File: config.mk
export PLATFORM = sky130hd
export DESIGN_NAME = desTop
export DESIGN_NICKNAME = d
export VERILOG_FILES = /design/src/logic/desPkg.sv /design/src/logic/desTop.sv /design/src/logic/desRoundCore.sv /design/src/logic/desKeySchedule.sv /design/src/logic/desFeistel.sv /design/src/logic/desSbox.sv
export VERILOG_INCLUDE_DIRS = /design/src /design/src/logic
export SDC_FILE = /design/constraint.sdc
export NUM_CORES = 1
export LEC_CHECK = 0
export ABC_AREA = 1
export BUFFER_PORTS_ARGS = -buffer_cell sky130_fd_sc_hd__buf_2
export CORE_MARGIN = 4
export CORE_UTILIZATION = 64
export CTS_CLUSTER_DIAMETER = 120
export DETAILED_ROUTE_END_ITERATION = 16
export PLACE_DENSITY = 0.87
export SLEW_MARGIN = 0
export SYNTH_ARGS = -nofsm -noshare
export SYNTH_HDL_FRONTEND = slang
export SYNTH_SLANG_ARGS = --single-unit
File: constraint.sdc
create_clock -name clk -period 5.2 [get_ports clk]
set_input_delay 1.56 -clock clk [delete_from_list [all_inputs] [get_ports clk]]
set_output_delay 1.56 -clock clk [all_outputs]
set_load 0.03 [all_outputs]
File: src/logic/des_cfg.svh
`ifndef DES_CFG_SVH
`define DES_CFG_SVH

// block and key sizes in bits
`define DES_BLOCK_W 64
// key width counts the eight parity bits
`define DES_KEY_W 64
`define DES_HALF_W 32
`define DES_SUBKEY_W 48

// one round per clock in the iterative core
`define DES_ROUNDS 16

`endif
File: src/logic/desPkg.sv
`include "des_cfg.svh"

package desPkg;

    typedef logic [`DES_BLOCK_W-1:0] blockT;
    typedef logic [`DES_KEY_W-1:0] keyT;
    typedef logic [`DES_HALF_W-1:0] halfT;
    typedef logic [`DES_SUBKEY_W-1:0] subkeyT;
    typedef logic [$clog2(`DES_ROUNDS)-1:0] roundT;

    // left half sits in the upper 32 bits
    typedef struct packed {
        halfT left;
        halfT right;
    } roundStateT;

    typedef enum logic [1:0] {
        IDLE,
        ROUNDS,
        FINISH
    } coreStateT;

    // nibble 0 is the leftmost hex digit, index is {row, column}
    typedef logic [0:63][3:0] sboxT;

    // S1 to S8, one row of 16 entries per underscore group
    localparam sboxT sboxTables [1:8] = '{
        256'hE4D12FB83A6C5907_0F74E2D1A6CB9538_41E8D62BFC973A50_FC8249175B3EA06D,
        256'hF18E6B34972DC05A_3D47F28EC01A69B5_0E7BA4D158C6932F_D8A13F42B67C05E9,
        256'hA09E63F51DC7B428_D70934A6285ECBF1_D6498F30B12C5AE7_1AD069874FE3B52C,
        256'h7DE3069A1285BC4F_D8B56F03472C1AE9_A690CB7DF13E5284_3F06A1D8945BC72E,
        256'h2C417AB6853FD0E9_EB2C47D150FA3986_421BAD78F9C5630E_B8C71E2D6F09A453,
        256'hC1AF92680D34E75B_AF427C9561DE0B38_9EF528C3704A1DB6_432C95FABE17608D,
        256'h4B2EF08D3C975A61_D0B7491AE35C2F86_14BDC37EAF680592_6BD814A7950FE23C,
        256'hD2846FB1A93E50C7_1FD8A374C56B0E92_7B419CE206ADF358_21E74A8DFC90356B
    };

    // source bit numbers, counted from 1 at the MSB as in the standard
    localparam int ipTable [0:63] = '{
        58, 50, 42, 34, 26, 18, 10, 2,
        60, 52, 44, 36, 28, 20, 12, 4,
        62, 54, 46, 38, 30, 22, 14, 6,
        64, 56, 48, 40, 32, 24, 16, 8,
        57, 49, 41, 33, 25, 17, 9, 1,
        59, 51, 43, 35, 27, 19, 11, 3,
        61, 53, 45, 37, 29, 21, 13, 5,
        63, 55, 47, 39, 31, 23, 15, 7
    };

    localparam int fpTable [0:63] = '{
        40, 8, 48, 16, 56, 24, 64, 32,
        39, 7, 47, 15, 55, 23, 63, 31,
        38, 6, 46, 14, 54, 22, 62, 30,
        37, 5, 45, 13, 53, 21, 61, 29,
        36, 4, 44, 12, 52, 20, 60, 28,
        35, 3, 43, 11, 51, 19, 59, 27,
        34, 2, 42, 10, 50, 18, 58, 26,
        33, 1, 41, 9, 49, 17, 57, 25
    };

    localparam int eTable [0:47] = '{
        32, 1, 2, 3, 4, 5,
        4, 5, 6, 7, 8, 9,
        8, 9, 10, 11, 12, 13,
        12, 13, 14, 15, 16, 17,
        16, 17, 18, 19, 20, 21,
        20, 21, 22, 23, 24, 25,
        24, 25, 26, 27, 28, 29,
        28, 29, 30, 31, 32, 1
    };

    localparam int pTable [0:31] = '{
        16, 7, 20, 21, 29, 12, 28, 17,
        1, 15, 23, 26, 5, 18, 31, 10,
        2, 8, 24, 14, 32, 27, 3, 9,
        19, 13, 30, 6, 22, 11, 4, 25
    };

    // parity bits 8, 16 .. 64 never appear here
    localparam int pc1Table [0:55] = '{
        57, 49, 41, 33, 25, 17, 9,
        1, 58, 50, 42, 34, 26, 18,
        10, 2, 59, 51, 43, 35, 27,
        19, 11, 3, 60, 52, 44, 36,
        63, 55, 47, 39, 31, 23, 15,
        7, 62, 54, 46, 38, 30, 22,
        14, 6, 61, 53, 45, 37, 29,
        21, 13, 5, 28, 20, 12, 4
    };

    localparam int pc2Table [0:47] = '{
        14, 17, 11, 24, 1, 5,
        3, 28, 15, 6, 21, 10,
        23, 19, 12, 4, 26, 8,
        16, 7, 27, 20, 13, 2,
        41, 52, 31, 37, 47, 55,
        30, 40, 51, 45, 33, 48,
        44, 49, 39, 56, 34, 53,
        46, 42, 50, 36, 29, 32
    };

    // rotations sum to 28, one full turn of C and D
    localparam int shiftTable [0:15] = '{
        1, 1, 2, 2, 2, 2, 2, 2,
        1, 2, 2, 2, 2, 2, 2, 1
    };

endpackage

File: src/logic/desTop.sv
`timescale 1ns/1ps

module desTop
(
    input  logic          clk,
    input  logic          rst,
    input  logic          start,
    input  logic          decrypt,
    input  desPkg::keyT   keyIn,
    input  desPkg::blockT dataIn,
    output logic          busy,
    output logic          done,
    output desPkg::blockT dataOut
);
    import desPkg::*;

    logic   keyLoad;
    logic   keyStep;
    logic   keyDecrypt;
    roundT  round;
    halfT   feistelIn;
    halfT   fOut;
    subkeyT subkey;

    desRoundCore u_core
    (
        .clk        (clk),
        .rst        (rst),
        .start      (start),
        .decrypt    (decrypt),
        .dataIn     (dataIn),
        .fOut       (fOut),
        .keyLoad    (keyLoad),
        .keyStep    (keyStep),
        .keyDecrypt (keyDecrypt),
        .round      (round),
        .feistelIn  (feistelIn),
        .busy       (busy),
        .done       (done),
        .dataOut    (dataOut)
    );

    // key is only sampled on the load strobe
    desKeySchedule u_keys
    (
        .clk     (clk),
        .rst     (rst),
        .load    (keyLoad),
        .step    (keyStep),
        .decrypt (keyDecrypt),
        .keyIn   (keyIn),
        .round   (round),
        .subkey  (subkey)
    );

    desFeistel u_feistel
    (
        .rightHalf (feistelIn),
        .subkey    (subkey),
        .fOut      (fOut)
    );

endmodule

File: src/logic/desRoundCore.sv
`timescale 1ns/1ps
`include "des_cfg.svh"

module desRoundCore
(
    input  logic          clk,
    input  logic          rst,
    input  logic          start,
    input  logic          decrypt,
    input  desPkg::blockT dataIn,
    input  desPkg::halfT  fOut,
    output logic          keyLoad,
    output logic          keyStep,
    output logic          keyDecrypt,
    output desPkg::roundT round,
    output desPkg::halfT  feistelIn,
    output logic          busy,
    output logic          done,
    output desPkg::blockT dataOut
);
    import desPkg::*;

    localparam roundT LAST_ROUND = roundT'(`DES_ROUNDS - 1);

    coreStateT  state;
    roundStateT lr;
    logic       decryptQ;
    blockT      ipBlock;
    blockT      preOutput;
    blockT      fpBlock;

    always_comb
    begin
        for (int i = 0; i < `DES_BLOCK_W; i++)
        begin
            ipBlock[`DES_BLOCK_W-1-i] = dataIn[`DES_BLOCK_W - ipTable[i]];
        end
    end

    // last round is left unswapped, so swap before FP
    assign preOutput = {lr.right, lr.left};

    always_comb
    begin
        for (int i = 0; i < `DES_BLOCK_W; i++)
        begin
            fpBlock[`DES_BLOCK_W-1-i] = preOutput[`DES_BLOCK_W - fpTable[i]];
        end
    end

    assign feistelIn = lr.right;
    assign keyLoad = (state == IDLE) && start;
    // no rotation needed after round 16
    assign keyStep = (state == ROUNDS) && (round != LAST_ROUND);
    assign keyDecrypt = (state == IDLE) ? decrypt : decryptQ;

    always_ff @(posedge clk)
    begin
        if (rst)
        begin
            state    <= IDLE;
            round    <= '0;
            decryptQ <= 1'b0;
            busy     <= 1'b0;
            done     <= 1'b0;
            dataOut  <= '0;
        end
        else
        begin
            done <= 1'b0;
            case (state)
                IDLE:
                begin
                    if (start)
                    begin
                        state    <= ROUNDS;
                        round    <= '0;
                        decryptQ <= decrypt;
                        busy     <= 1'b1;
                    end
                end
                ROUNDS:
                begin
                    if (round == LAST_ROUND)
                    begin
                        state <= FINISH;
                    end
                    else
                    begin
                        round <= round + 1'b1;
                    end
                end
                FINISH:
                begin
                    dataOut <= fpBlock;
                    done    <= 1'b1;
                    busy    <= 1'b0;
                    state   <= IDLE;
                end
                default:
                begin
                    state <= IDLE;
                end
            endcase
        end
    end

    // L/R register
    always_ff @(posedge clk)
    begin
        if (keyLoad)
        begin
            lr <= ipBlock;
        end
        else if (state == ROUNDS)
        begin
            lr <= '{left: lr.right, right: lr.left ^ fOut};
        end
    end

    doneSingleCycle: assert property (@(posedge clk) disable iff (rst) done |=> !done)
        else $error("round core: done held longer than one cycle");

    busyDoneExclusive: assert property (@(posedge clk) disable iff (rst) !(busy && done))
        else $error("round core: busy and done high together");

    // full walk of the round counter from load to done
    roundSequence: assert property (@(posedge clk) disable iff (rst)
        keyLoad |=> (state == ROUNDS && round == '0) ##15
                    (state == ROUNDS && round == LAST_ROUND) ##1
                    (state == FINISH) ##1 done)
        else $error("round core: round counter left its 0..15 sequence");

endmodule

File: src/logic/desKeySchedule.sv
`timescale 1ns/1ps
`include "des_cfg.svh"

module desKeySchedule
(
    input  logic           clk,
    input  logic           rst,
    input  logic           load,
    input  logic           step,
    input  logic           decrypt,
    input  desPkg::keyT    keyIn,
    input  desPkg::roundT  round,
    output desPkg::subkeyT subkey
);
    import desPkg::*;

    localparam int CD_W = 28;

    logic [2*CD_W-1:0] pc1Key;
    logic [2*CD_W-1:0] cdJoined;
    logic [CD_W-1:0]   cReg;
    logic [CD_W-1:0]   dReg;
    roundT             nextIdx;
    int                shiftAmount;

    function automatic logic [CD_W-1:0] rotl(input logic [CD_W-1:0] v, input int n);
        return (v << n) | (v >> (CD_W - n));
    endfunction

    function automatic logic [CD_W-1:0] rotr(input logic [CD_W-1:0] v, input int n);
        return (v >> n) | (v << (CD_W - n));
    endfunction

    always_comb
    begin
        for (int i = 0; i < 2 * CD_W; i++)
        begin
            pc1Key[2*CD_W-1-i] = keyIn[`DES_KEY_W - pc1Table[i]];
        end
    end

    // decrypt walks the table backwards, from round 16 down
    assign nextIdx = decrypt ? roundT'(`DES_ROUNDS - 1 - round) : roundT'(round + 1'b1);
    assign shiftAmount = shiftTable[nextIdx];

    always_ff @(posedge clk)
    begin
        if (rst)
        begin
            cReg <= '0;
            dReg <= '0;
        end
        else if (load)
        begin
            // C0,D0 already give K16 when decrypting
            if (decrypt)
            begin
                cReg <= pc1Key[2*CD_W-1:CD_W];
                dReg <= pc1Key[CD_W-1:0];
            end
            else
            begin
                cReg <= rotl(pc1Key[2*CD_W-1:CD_W], shiftTable[0]);
                dReg <= rotl(pc1Key[CD_W-1:0], shiftTable[0]);
            end
        end
        else if (step)
        begin
            cReg <= decrypt ? rotr(cReg, shiftAmount) : rotl(cReg, shiftAmount);
            dReg <= decrypt ? rotr(dReg, shiftAmount) : rotl(dReg, shiftAmount);
        end
    end

    assign cdJoined = {cReg, dReg};

    always_comb
    begin
        for (int i = 0; i < `DES_SUBKEY_W; i++)
        begin
            subkey[`DES_SUBKEY_W-1-i] = cdJoined[2*CD_W - pc2Table[i]];
        end
    end

    // strobes come from the round core FSM
    loadStepExclusive: assert property (@(posedge clk) disable iff (rst) !(load && step))
        else $error("key schedule: load and step asserted together");

endmodule

File: src/logic/desFeistel.sv
`timescale 1ns/1ps
`include "des_cfg.svh"

module desFeistel
(
    input  desPkg::halfT   rightHalf,
    input  desPkg::subkeyT subkey,
    output desPkg::halfT   fOut
);
    import desPkg::*;

    subkeyT expanded;
    subkeyT mixed;
    halfT   sboxOut;

    // E expansion, 32 to 48 bits
    always_comb
    begin
        for (int i = 0; i < `DES_SUBKEY_W; i++)
        begin
            expanded[`DES_SUBKEY_W-1-i] = rightHalf[`DES_HALF_W - eTable[i]];
        end
    end

    assign mixed = expanded ^ subkey;

    // group 0 takes the top six bits and feeds S1
    genvar g;
    generate
        for (g = 0; g < 8; g++)
        begin : genSbox
            desSbox
            #(
                .BOX_INDEX (g + 1)
            )
            u_sbox
            (
                .bitsIn    (mixed[`DES_SUBKEY_W-1-6*g -: 6]),
                .nibbleOut (sboxOut[`DES_HALF_W-1-4*g -: 4])
            );
        end
    endgenerate

    // P permutation of the concatenated nibbles
    always_comb
    begin
        for (int i = 0; i < `DES_HALF_W; i++)
        begin
            fOut[`DES_HALF_W-1-i] = sboxOut[`DES_HALF_W - pTable[i]];
        end
    end

endmodule

File: src/logic/desSbox.sv
`timescale 1ns/1ps

module desSbox
#(
    parameter int BOX_INDEX = 6
)
(
    input  logic [5:0] bitsIn,
    output logic [3:0] nibbleOut
);
    import desPkg::*;

    logic [5:0] tableIndex;

    if (BOX_INDEX < 1 || BOX_INDEX > 8)
    begin : genBadIndex
        $error("desSbox: BOX_INDEX must lie in 1..8");
    end

    // row from the outer bits, column from the inner four
    assign tableIndex = {bitsIn[5], bitsIn[0], bitsIn[4:1]};

    assign nibbleOut = sboxTables[BOX_INDEX][tableIndex];

endmodule

==> run metrics <==
routed vias/inst 6.05; n_diodes 0; Most used DFF post-synth dfxtp_1; vias in the first global route 14300; sequential area share after synthesis 30.8%; row count 55; cell family with most CP delay simple AND/OR/NAND/NOR gates; pin count of the biggest net entering global routing 83; TritonCTS clock tree yes; number of port buffers 189; layout cell share with drive strength beyond 1 11.5%; setup violators final 0; First DRT Iteration DRCs 2006; Crit path largest cell delay 0.49 ns; worst skew pair latency 0.44 ns; fill cell count 1953; worst-margin pin slew 1.15 ns; Seq cells post-synth 193; count of different cell masters after synthesis 38; Hold Buf Count CTS 0; Area Overhead vs Synth 10.4%; RSZ-0062 raised after global routing false; worst path cell trace buf_2 > inv_1 > nand2_1 > nand2_2 > nand2_1 > nand2_1 > nand2_2 > nand2_4 > inv_2 > ha_1 > inv_1 > nand3_1 > nand3_1 > nand2_1 > nand2_1 > a21oi_1; Fmax 0.252 GHz; CORE AREA 22600 um2; max_slew headroom 22.8%; synth top area cells dfxtp_1, nand2_1, edfxtp_1, o21ai_0, nand3_1; Die X 159 um; DR pass1 iterations 11; Sink Count 193; Die Span Y 159 um; H-tree depth 4; fin worst setup slack 1.24 ns; most used cell, CP nand2_1; DP HPWL 32200 um; WL met1 18700 um; clock root buffer clkbuf_16; arrival time at the worst endpoint 4.29 ns; GR Util All Layers 34.0%; GRT Residual Overflow 0; Synth area leader dfxtp_1; final WL 45100 um; first-pass GRT wire length 72400 um; # DRC 0; critical path class in -> reg; Die Area 25300 um2; top-area cell type share of the netlist area 17.7%; Hold Path Class reg -> reg; VDD IR-drop max 0.000281 V; GPL Wtd Cong 0.993; Mapped Cells 2255; post-cts sizing count 0; most common cell in the netlist nand2_1; Initial Util 64.8%; Routed Antenna Nets 0; Avg Inst Size Synth 6.49 um2; P_leak 7.71 nW; synth cell count leaders nand2_1, o21ai_0, nand3_1; Fin. Hold Viols 0; WP buf/inv 4; outcome finished, final reports clean; fin crit share 76.2%; initial antenna violation count 0; DR WL met2 20300 um; CP Capture Type flip-flop; uppermost layer routed met4; min Tclk post-route 3.96 ns; Max-Cap Viols 0; Synth Cell Area 14600 um2; Nets 2546; IO Count 198; Power per Cell Area 565 nW/um2; EDFF count, synth 64; CP Launch Type primary input; met3 routed WL 4850 um; Crit-path slowest cell nand2_2; vias 16000; Final Slew Violations 0; clk_skew 0.0137 ns; ys async rst share 0%; worst path required time 5.53 ns; Longest Clk Path Bufs 2; setup_tns 0 ns; Clock Pin Slew Worst Setup and Hold Paths 0.07 ns; CP Max Fanout 41; per-cell routed wire length 17.0 um; Mapped Nets 2450; yosys warns 0; cts bufs inserted 17; Post CTS Setup Buffer Count 0; Setup WS pre-CTS 0.928 ns
-- metal layers --
layer,global-route usage (%),vias to the layer above
met4,11.1,0
met1,47.0,7240
met3,5.88,73
met2,54.6,935
li1,-,7783
met5,0,-
-- final timing paths --
check,cells past startpoint,to,slack (ns),from
worst max-delay path,16,u_keys.dReg[0],1.24,decrypt
worst min-delay path,2,u_core.busy,0.46,u_core.busy
worst max register to register,15,u_keys.dReg[0],1.92,u_core.state[0]
worst min register to register,2,u_core.busy,0.46,u_core.busy
-- stage by stage --
| stage | instances | hold slack, ns | cell area [um2] | total power [mW] | util [%] |
|---|---|---|---|---|---|
| detailed placement | 2617 | 0.449 | 15600 | 7.69 | 69.0 |
| global route | 2649 | 0.484 | 16100 | 9.96 | 71.5 |
| floorplan | 2255 | 0.444 | 14600 | 6.38 | - |
| CTS | 2649 | 0.460 | 16100 | 9.02 | 71.5 |
| finish | 2649 | 0.460 | 16100 | 9.12 | 71.5 |
| global placement | 2617 | 0.450 | 15600 | 7.58 | 69.0 |
-- cells in the final DEF, fill, tap and decap left out, drive strengths merged, types with 54 or more instances in the layout --
master / count
edfxtp: 64
o211ai: 54
inv: 153
nand3: 282
ha: 63
a21oi: 81
dfxtp: 129
o21ai: 321
buf: 205
nor2: 178
nand2: 622
-- final cells by class --
class                      count  area [um2]  area share (%)
clock buffer                  22         477            2.95
clock inverter                10        96.3           0.597
inverter                     150         566            3.50
multi-input combinational   1784        9040            56.0
sequential                   193        4500            27.9
tap                          285         357            2.21
timing repair buffer         205        1100            6.83
-- worst reg2reg max path: stages (launching register included) --
cell and delay (ns):
dfxtp_1 0.36, nor2_2 0.19, nand2_1 0.14, nand2_2 0.49, nand2_1 0.11, nand2_1 0.12, nand2_2 0.18, nand2_4 0.38
inv_2 0.08, ha_1 0.37, inv_1 0.34, nand3_1 0.14, nand3_1 0.10, nand2_1 0.05, nand2_1 0.05, a21oi_1 0.07
-- sequential cells by signal (all words and copies together), names as in the netlist, 2 cells and up --
name	cells
u_core.feistelIn	32
u_keys.cReg	28
u_keys.dReg	28
u_core.round	4
u_core.fpBlock	32
u_core.dataOut	64
u_core.state	2
-- power by group --
part | switching, mW | internal [mW]
logic | 3.66 | 1.85
clock network | 0.602 | 0.709
registers | 0.393 | 1.90
total | 4.66 | 4.47
-- logic make-up (layout without fill, tap and decap cells) --
logic type,count (synthesis),in the layout,share of synthesized area (%)
and+or+nand+nor,1118,1118,32.0
DFF,193,193,30.8
xor gates and xnor gates,60,60,3.69
buffers and inverters,278,387,7.57
AOI/OAI and AO/OA,543,543,20.6
adders and majority gates,63,63,5.39
Power figures use the tool's default switching activity.
